**config.mk**
```make
export PLATFORM = sky130hd
export DESIGN_NAME = pmpUnit
export DESIGN_NICKNAME = d
export VERILOG_FILES = /design/src/hdl/pmpPkg.sv /design/src/hdl/pmpAdrDec.sv /design/src/hdl/pmpCsrFile.sv /design/src/hdl/pmpPrioritySel.sv /design/src/hdl/pmpChecker.sv /design/src/hdl/pmpUnit.sv
export SDC_FILE = /design/constraint.sdc
export NUM_CORES = 2
export LEC_CHECK = 0
export ABC_AREA = 1
export BUFFER_PORTS_ARGS = -buffer_cell sky130_fd_sc_hd__buf_2
export CAP_MARGIN = 25
export CORE_MARGIN = 5
export CORE_UTILIZATION = 35
export CTS_BUF_LIST = sky130_fd_sc_hd__clkbuf_8
export CTS_CLUSTER_DIAMETER = 40
export DETAILED_ROUTE_END_ITERATION = 7
export GPL_TIMING_DRIVEN = 0
export PLACE_DENSITY_LB_ADDON = 0.05
export SETUP_SLACK_MARGIN = 0.02
export SKIP_LAST_GASP = 1
export SYNTH_ARGS = -nofsm -noshare
export SYNTH_HDL_FRONTEND = slang
export SYNTH_HIERARCHICAL = 1
export SYNTH_SLANG_ARGS = --single-unit
```
**constraint.sdc**
```tcl
create_clock -name clk -period 4.4 [get_ports clk]
set_input_delay 0.22 -clock clk [delete_from_list [all_inputs] [get_ports clk]]
set_output_delay 0.22 -clock clk [all_outputs]
set_load 0.05 [all_outputs]
```
**src/hdl/pmpPkg.sv**
```systemverilog
`default_nettype none

package pmpPkg;

  ////////////////////////////////////////////////////////////////////////////
  // widths and CSR numbers
  ////////////////////////////////////////////////////////////////////////////

  // only the RV32 CSR layout is supported
  localparam int xlen = 32;

  // widest physical address any instance may use (Sv32 gives 34 bits)
  localparam int paMax = 34;

  typedef logic [11:0] csrAdrT;

  // pmpcfg0..3 and pmpaddr0..15 sit in two aligned blocks
  localparam csrAdrT csrPmpCfgBase = 12'h3A0;
  localparam csrAdrT csrPmpAdrBase = 12'h3B0;

  ////////////////////////////////////////////////////////////////////////////
  // encodings
  ////////////////////////////////////////////////////////////////////////////

  // address-matching mode, in the order of the A field
  typedef enum logic [1:0] {
    adrOff   = 2'b00,
    adrTor   = 2'b01,
    adrNa4   = 2'b10,
    adrNapot = 2'b11
  } adrModeT;

  typedef enum logic [1:0] {
    accRead  = 2'b00,
    accWrite = 2'b01,
    accExec  = 2'b10
  } accTypeT;

  // standard privilege encoding, 2'b10 is unused
  typedef enum logic [1:0] {
    privUser    = 2'b00,
    privSuper   = 2'b01,
    privMachine = 2'b11
  } privT;

  ////////////////////////////////////////////////////////////////////////////
  // structs
  ////////////////////////////////////////////////////////////////////////////

  // one cfg byte, high bit first
  typedef struct packed {
    logic    l;
    logic [1:0] rsvd;
    adrModeT a;
    logic    x;
    logic    w;
    logic    r;
  } pmpCfgT;

  // the address field is sized for the widest case, narrower units use the low bits
  typedef struct packed {
    logic [paMax-1:0] adr;
    accTypeT          accType;
    privT             priv;
  } accessReqT;

  typedef struct packed {
    logic       fault;
    logic       matched;
    logic [3:0] matchIdx;
  } accessRespT;

endpackage

`default_nettype wire

```
**src/hdl/pmpAdrDec.sv**
```systemverilog
`timescale 1ns/1ns
`default_nettype none

module pmpAdrDec import pmpPkg::*; #(
  parameter int paBits = 34
) (
  input  logic [paBits-1:0] adr,
  input  adrModeT           adrMode,
  input  logic [xlen-1:0]   curPmpAdr,
  input  logic              atLeastPrev,
  output logic              atLeastCur,
  output logic              match
);

  // pmpaddr holds bits paBits-1..2 of the byte address
  logic [paBits-1:0] curAdrFull;
  logic              belowCur;
  logic              torMatch;
  logic              naMatch;
  logic [paBits-1:0] ignoreMask;

  ////////////////////////////////////////////////////////////////////////////
  // top of range
  ////////////////////////////////////////////////////////////////////////////

  // the two implicit low zero bits turn the word bound into a byte bound
  assign curAdrFull = {curPmpAdr[paBits-3:0], 2'b00};

  // unsigned compare, both sides are plain logic vectors
  assign belowCur = adr < curAdrFull;

  // the next entry needs this bound even if this entry is off or naturally aligned
  assign atLeastCur = ~belowCur;

  // lower bound comes from the entry below, entry 0 gets a constant true
  assign torMatch = atLeastPrev & belowCur;

  ////////////////////////////////////////////////////////////////////////////
  // naturally aligned regions
  ////////////////////////////////////////////////////////////////////////////

  // a one in the mask marks an address bit that is ignored in the compare
  always_comb begin
    ignoreMask[1:0] = 2'b11;
    // NA4 stops here, so the mask stays at the lowest two bits
    ignoreMask[2] = (adrMode == adrNapot);
    // each trailing one of pmpaddr doubles the NAPOT region
    for (int i = 3; i < paBits; i++) begin
      ignoreMask[i] = ignoreMask[i-1] & curPmpAdr[i-3];
    end
  end

  // every bit not masked must equal the base
  assign naMatch = &(~(adr ^ curAdrFull) | ignoreMask);

  always_comb begin
    case (adrMode)
      adrTor:   match = torMatch;
      adrNa4:   match = naMatch;
      adrNapot: match = naMatch;
      default:  match = 1'b0;
    endcase
  end

endmodule

`default_nettype wire

```
**src/hdl/pmpCsrFile.sv**
```systemverilog
`timescale 1ns/1ns
`default_nettype none

module pmpCsrFile import pmpPkg::*; #(
  parameter int nEntries = 16
) (
  input  logic                           clk,
  input  logic                           arstN,
  input  logic                           csrWrite,
  input  csrAdrT                         csrAdr,
  input  logic [xlen-1:0]                csrWData,
  output logic [xlen-1:0]                csrRData,
  output logic                           csrHit,
  output pmpCfgT [nEntries-1:0]          cfgVec,
  output logic   [nEntries-1:0][xlen-1:0] adrVec
);

  logic                  cfgWordHit;
  logic [1:0]            cfgWordIdx;
  logic                  adrRegHit;
  logic [3:0]            adrRegIdx;
  pmpCfgT [3:0]          wrCfgBytes;
  logic [nEntries-1:0]   adrLocked;
  logic [nEntries-1:0]   cfgWe;
  logic [nEntries-1:0]   adrWe;

  ////////////////////////////////////////////////////////////////////////////
  // CSR number decode
  ////////////////////////////////////////////////////////////////////////////

  // pmpcfg0..3 share the upper ten bits, pmpaddr0..15 share the upper eight
  assign cfgWordHit = (csrAdr[11:2] == csrPmpCfgBase[11:2]);
  assign cfgWordIdx = csrAdr[1:0];
  assign adrRegHit  = (csrAdr[11:4] == csrPmpAdrBase[11:4]);
  assign adrRegIdx  = csrAdr[3:0];

  // the whole architectural range hits, even entries this unit does not build
  assign csrHit = cfgWordHit | adrRegHit;

  // split the write word into four cfg bytes with the reserved bits cleared
  always_comb begin
    for (int j = 0; j < 4; j++) begin
      wrCfgBytes[j]      = pmpCfgT'(csrWData[8*j +: 8]);
      wrCfgBytes[j].rsvd = 2'b00;
    end
  end

  ////////////////////////////////////////////////////////////////////////////
  // lock rules
  ////////////////////////////////////////////////////////////////////////////

  always_comb begin
    // an entry's own lock freezes its address
    for (int e = 0; e < nEntries; e++) begin
      adrLocked[e] = cfgVec[e].l;
    end
    // a locked TOR entry also freezes the bound below it
    for (int e = 0; e < nEntries - 1; e++) begin
      if (cfgVec[e+1].l && (cfgVec[e+1].a == adrTor)) begin
        adrLocked[e] = 1'b1;
      end
    end
  end

  // each cfg byte is gated by its own lock, so the rest of the word still lands
  always_comb begin
    for (int e = 0; e < nEntries; e++) begin
      cfgWe[e] = csrWrite && cfgWordHit && (int'(cfgWordIdx) == e / 4) && !cfgVec[e].l;
      adrWe[e] = csrWrite && adrRegHit && (int'(adrRegIdx) == e) && !adrLocked[e];
    end
  end

  ////////////////////////////////////////////////////////////////////////////
  // registers
  ////////////////////////////////////////////////////////////////////////////

  // only reset can clear a lock bit once it is set
  always_ff @(posedge clk or negedge arstN) begin
    if (!arstN) begin
      cfgVec <= '0;
      adrVec <= '0;
    end else begin
      for (int e = 0; e < nEntries; e++) begin
        if (cfgWe[e]) begin
          cfgVec[e] <= wrCfgBytes[e % 4];
        end
        if (adrWe[e]) begin
          adrVec[e] <= csrWData;
        end
      end
    end
  end

  // readback is combinational, entries not built read as zero
  always_comb begin
    csrRData = '0;
    for (int e = 0; e < nEntries; e++) begin
      if (cfgWordHit && (int'(cfgWordIdx) == e / 4)) begin
        csrRData[8*(e % 4) +: 8] = cfgVec[e];
      end
      if (adrRegHit && (int'(adrRegIdx) == e)) begin
        csrRData = adrVec[e];
      end
    end
  end

endmodule

`default_nettype wire

```
**src/hdl/pmpPrioritySel.sv**
```systemverilog
`timescale 1ns/1ns
`default_nettype none

module pmpPrioritySel import pmpPkg::*; #(
  parameter int nEntries = 16
) (
  input  logic   [nEntries-1:0] matchVec,
  input  pmpCfgT [nEntries-1:0] cfgVec,
  input  accTypeT               accType,
  input  privT                  priv,
  output accessRespT            respNext
);

  logic       anyMatch;
  logic [3:0] selIdx;
  pmpCfgT     selCfg;
  logic       permOk;

  assign anyMatch = |matchVec;

  // scanning from the top down leaves the lowest matching entry selected
  always_comb begin
    selIdx = '0;
    selCfg = '0;
    for (int e = nEntries - 1; e >= 0; e--) begin
      if (matchVec[e]) begin
        selIdx = 4'(e);
        selCfg = cfgVec[e];
      end
    end
  end

  // the permission bit that belongs to this access type
  always_comb begin
    case (accType)
      accRead:  permOk = selCfg.r;
      accWrite: permOk = selCfg.w;
      accExec:  permOk = selCfg.x;
      default:  permOk = 1'b0;
    endcase
  end

  always_comb begin
    respNext.matched  = anyMatch;
    respNext.matchIdx = selIdx;
    if (anyMatch) begin
      // machine mode ignores the permissions of an unlocked entry
      if ((priv == privMachine) && !selCfg.l) begin
        respNext.fault = 1'b0;
      end else begin
        respNext.fault = ~permOk;
      end
    end else begin
      // no entry matched, only machine mode gets through
      respNext.fault = (priv != privMachine);
    end
  end

endmodule

`default_nettype wire

```
**src/hdl/pmpChecker.sv**
```systemverilog
`timescale 1ns/1ns
`default_nettype none

module pmpChecker import pmpPkg::*; #(
  parameter int nEntries = 16,
  parameter int paBits   = 34
) (
  input  logic                            clk,
  input  logic                            arstN,
  input  logic                            reqValid,
  input  accessReqT                       req,
  input  pmpCfgT [nEntries-1:0]           cfgVec,
  input  logic   [nEntries-1:0][xlen-1:0] adrVec,
  output logic                            respValid,
  output accessRespT                      resp
);

  // atLeast[i] says the address is at or above the bound of entry i-1
  logic [nEntries:0]   atLeast;
  logic [nEntries-1:0] matchVec;
  accessRespT          respNext;

  ////////////////////////////////////////////////////////////////////////////
  // one address decoder per entry
  ////////////////////////////////////////////////////////////////////////////

  // TOR entry 0 starts at address zero, so its lower bound always holds
  assign atLeast[0] = 1'b1;

  for (genvar i = 0; i < nEntries; i++) begin : gDec
    pmpAdrDec #(
      .paBits(paBits)
    ) adrDec (
      .adr        (req.adr[paBits-1:0]),
      .adrMode    (cfgVec[i].a),
      .curPmpAdr  (adrVec[i]),
      .atLeastPrev(atLeast[i]),
      .atLeastCur (atLeast[i+1]),
      .match      (matchVec[i])
    );
  end

  ////////////////////////////////////////////////////////////////////////////
  // priority and permission decision
  ////////////////////////////////////////////////////////////////////////////

  pmpPrioritySel #(
    .nEntries(nEntries)
  ) prioritySel (
    .matchVec(matchVec),
    .cfgVec  (cfgVec),
    .accType (req.accType),
    .priv    (req.priv),
    .respNext(respNext)
  );

  ////////////////////////////////////////////////////////////////////////////
  // response register
  ////////////////////////////////////////////////////////////////////////////

  // the decision uses the CSR state from before this edge, one request per cycle
  always_ff @(posedge clk or negedge arstN) begin
    if (!arstN) begin
      respValid <= 1'b0;
    end else begin
      respValid <= reqValid;
    end
  end

  // payload only moves when a request is sampled
  always_ff @(posedge clk) begin
    if (reqValid) begin
      resp <= respNext;
    end
  end

endmodule

`default_nettype wire

```
**src/hdl/pmpUnit.sv**
```systemverilog
`timescale 1ns/1ns
`default_nettype none

module pmpUnit import pmpPkg::*; #(
  parameter int nEntries = 16,
  parameter int paBits   = 34
) (
  input  logic            clk,
  input  logic            arstN,
  input  logic            csrWrite,
  input  csrAdrT          csrAdr,
  input  logic [xlen-1:0] csrWData,
  output logic [xlen-1:0] csrRData,
  output logic            csrHit,
  input  logic            reqValid,
  input  accessReqT       req,
  output logic            respValid,
  output accessRespT      resp
);

  // register outputs of the CSR file feed the checker directly
  pmpCfgT [nEntries-1:0]           cfgVec;
  logic   [nEntries-1:0][xlen-1:0] adrVec;

  pmpCsrFile #(
    .nEntries(nEntries)
  ) csrFile (
    .clk     (clk),
    .arstN   (arstN),
    .csrWrite(csrWrite),
    .csrAdr  (csrAdr),
    .csrWData(csrWData),
    .csrRData(csrRData),
    .csrHit  (csrHit),
    .cfgVec  (cfgVec),
    .adrVec  (adrVec)
  );

  pmpChecker #(
    .nEntries(nEntries),
    .paBits  (paBits)
  ) accessChecker (
    .clk      (clk),
    .arstN    (arstN),
    .reqValid (reqValid),
    .req      (req),
    .cfgVec   (cfgVec),
    .adrVec   (adrVec),
    .respValid(respValid),
    .resp     (resp)
  );

endmodule

`default_nettype wire

```
==> summary.txt <==
Run status
  • Result of the run: finished, violations left
  • Violated checks: negative setup slack

Floorplanning
  • Core Footprint: 0.140 mm2
  • Standard-cell rows: 137
  • Die X-Extent: 385 um
  • Overall die height: 385 um
  • Area enclosed by the die boundary: 0.149 mm2
  • I/O pin total: 126
  • Initial cell density of the core: 0.353

Clock tree
  • Total CTS buffers: 157
  • Later-pin clock latency in the skew report: 0.90 ns
  • H-tree depth: 4
  • CTS tree: built
  • Clock Sink Count: 615
  • Root buffer cell: sky130_fd_sc_hd__clkbuf_8
  • Clock buffer depth: 3
  • Clock transition at path regs: 0.06 ns

Timing
  • Maximum clock frequency: 204 MHz
  • RSZ-0062 raised after global routing: true
  • Final setup violation count: 8
  • Worst setup skew after layout: 0.0362 ns
  • Minimum period implied by the final worst setup slack: 4.89 ns
  • Number of hold-slack violations in the final timing report: 0
  • Setup slack after layout: -0.491 ns
  • Number of slew-limit violations in the final report: 0
  • Worst slew pin tran: 1.26 ns
  • Period utilisation layout: 1.11
  • Max-slew headroom at the worst pin: 0.154

Pwr
  • Pwr Density: 267 mW/mm2
  • Clock group share of total power: 0.530
  • Switch Pwr: 4260 uW
  • Seq pwr share: 0.371
  • Maximum resistive drop on vdd: 0.305 mV
  • Internal power contribution: 11,000 uW
  • Total Power Consumption: 15,300 uW
  • Switching Fraction: 0.279
  • Combinational group share of total power: 0.099
  • Leakage: 0.0262 uW

Worst setup path
  • Type of element capturing the critical path: flop
  • Critical Path Most Common Cell: sky130_fd_sc_hd__nor2_1
  • Classification of the worst setup path: reg -> reg
  • Worst-path cell with the longest stage delay: sky130_fd_sc_hd__dfrtp_1
  • Worst stage delay on the critical path: 0.46 ns
  • Crit path launch type: flop
  • Crit-path max FO: 3
  • Worst EP arrival: 5.66 ns
  • Required arrival time at the worst endpoint: 5.17 ns

GRT
  • Maximum number of pins on one net before global-route repair: 102
  • Number of global-route vias before repair: 48,900
  • Antenna violations before repair: 5
  • Residual overflow from global routing: 0
  • First-pass GRT wire length: 324,000 um
  • GR Util All Layers: 0.298

Placement
  • Estimated wirelength of the detail-placed design: 180,000 um
  • Worst slack, placed: -1.28 ns
  • Final weighted congestion of routability-driven global placement: 1.07
  • Count of port buffers added during placement: 123

Yosys
  • Per-instance average area after synthesis: 7.18 um2
  • Synthesized netlist net count: 7,465
  • Summed instance area of the synthesized netlist: 0.0493 mm2
  • Synthesized netlist cell count: 6,867
  • Number of warnings reported in the yosys synthesis log: 6

Detailed routing
  • Average wire length per cell after detail routing: 24.4 um
  • Count of vias placed by the detailed router: 49,200
  • DRC violation count after routing: 0
  • Number of antenna-violating nets in the routed design: 0
  • Wire length after detailed routing: 225,000 um
  • Iter 0 DRT Violations: 3,860
  • Via-to-Cell Ratio: 5.33
  • Number of iterations in the first detailed-routing pass: 8

Cells and area
  • Area taken by multi-input logic gates: 0.0292 mm2
  • Post-synthesis to final-layout area growth: 15.8%
  • Number of nets in the layout: 7,829
  • Fill count: 15,200
  • Ratio of cells with drive above 1 in the final layout: 0.137
  • Seq. cell area: 0.0154 mm2

Job
  • Number of max-cap violations: 0

Worst hold path
  • Class of the most critical hold timing path: in -> reg
[cells in the final DEF (no fill, tap or decap), types with 85 or more instances in the layout]
cell / instances
sky130_fd_sc_hd__clkbuf_1: 185
sky130_fd_sc_hd__nand2_2: 87
sky130_fd_sc_hd__a21oi_1: 461
sky130_fd_sc_hd__nor2_1: 418
sky130_fd_sc_hd__clkbuf_8: 193
sky130_fd_sc_hd__inv_1: 980
sky130_fd_sc_hd__dfrtp_1: 588
sky130_fd_sc_hd__nor2_4: 85
sky130_fd_sc_hd__nand3_1: 244
sky130_fd_sc_hd__nand2_1: 1579
sky130_fd_sc_hd__ha_1: 510
sky130_fd_sc_hd__o21ai_1: 96
sky130_fd_sc_hd__buf_2: 144
sky130_fd_sc_hd__inv_2: 138
sky130_fd_sc_hd__o21ai_0: 692
sky130_fd_sc_hd__nand4_1: 174
[metrics by stage]
step           hold WS [ns]  setup TNS (ns)  cells  area [um2]  utilization
3_3_place_gp          0.447        -6871.86   8866       52300        0.374
3_5_place_dp          0.259           -6.05   8894       52800        0.377
5_1_grt              0.0836           -2.76   9229       57100        0.409
4_1_cts              0.0202           -1.85   9210       56800        0.406
6_report             0.0929           -1.88   9232       57200        0.409
2_1_floorplan       -0.0756               0   6867       49300            -
[worst max-delay path, delay by kind of cell, from the launching register on]
family | cells | cell delay (ns)
AOI/OAI and AO/OA | 3 | 0.53
adders and majority gates | 1 | 0.33
buffers and inverters | 2 | 0.30
DFF | 1 | 0.46
and+or+nand+nor | 23 | 3.12
[final timing paths]
kind / start / to / slack [ns] / cells after the start
max in group asynchronous: arstN / csrFile/adrVec[56] / 2.50 / 6
hold / removal: reqValid / accessChecker/respValid / 0.09 / 2
setup / recovery: csrFile/adrVec[159] / accessChecker/resp[5] / -0.49 / 29
hold reg to reg: csrFile/adrVec[152] / csrFile/adrVec[152] / 0.51 / 2
min in group asynchronous: arstN / csrFile/adrVec[419] / 0.51 / 4
setup reg to reg: csrFile/adrVec[159] / accessChecker/resp[5] / -0.49 / 29
[timing repair]
| item | CTS | global route |
|---|---|---|
| pin swaps | 13 | 71 |
| endpoints found under the setup margin | 7 | 10 |
| buffers inserted | 3 | 18 |
| hold buffers | 33 | 0 |
| endpoints found under the hold margin | 398 | 0 |
| resized for setup | 49 | 92 |
[state kept, by name, summed over array words and instances (netlist names)]
register / flops
accessChecker/resp: 6
csrFile/cfgVec: 96
accessChecker/respValid: 1
csrFile/adrVec: 512
[metal layers]
metal,vias up,share of wire,global-route usage
li1,23600,-,-
met1,23900,0.41,0.363
met2,1375,0.48,0.517
met3,429,0.048,0.0400
met4,0,0.056,0.146
met5,-,0,0
[power groups by stage]
stage | registers (uW) | clock network [uW] | logic [uW]
2_1_floorplan | 5790 | 0 | 728
3_3_place_gp | 5780 | 0 | 1410
3_5_place_dp | 5770 | 0 | 1460
4_1_cts | 5680 | 8250 | 1500
5_1_grt | 5670 | 8520 | 1680
6_report | 5680 | 8100 | 1510
[final cells by class]
cell class	instances	area share
well taps	1876	0.0411
flip-flops and latches	615	0.270
clock inverters	87	0.0148
clock buffers	193	0.0465
multi-input cells	4920	0.511
diodes	4	0.000175
inverters	1110	0.0729
repair buffers	205	0.0274
plain buffers	222	0.0160
Power figures use the tool's default switching activity.
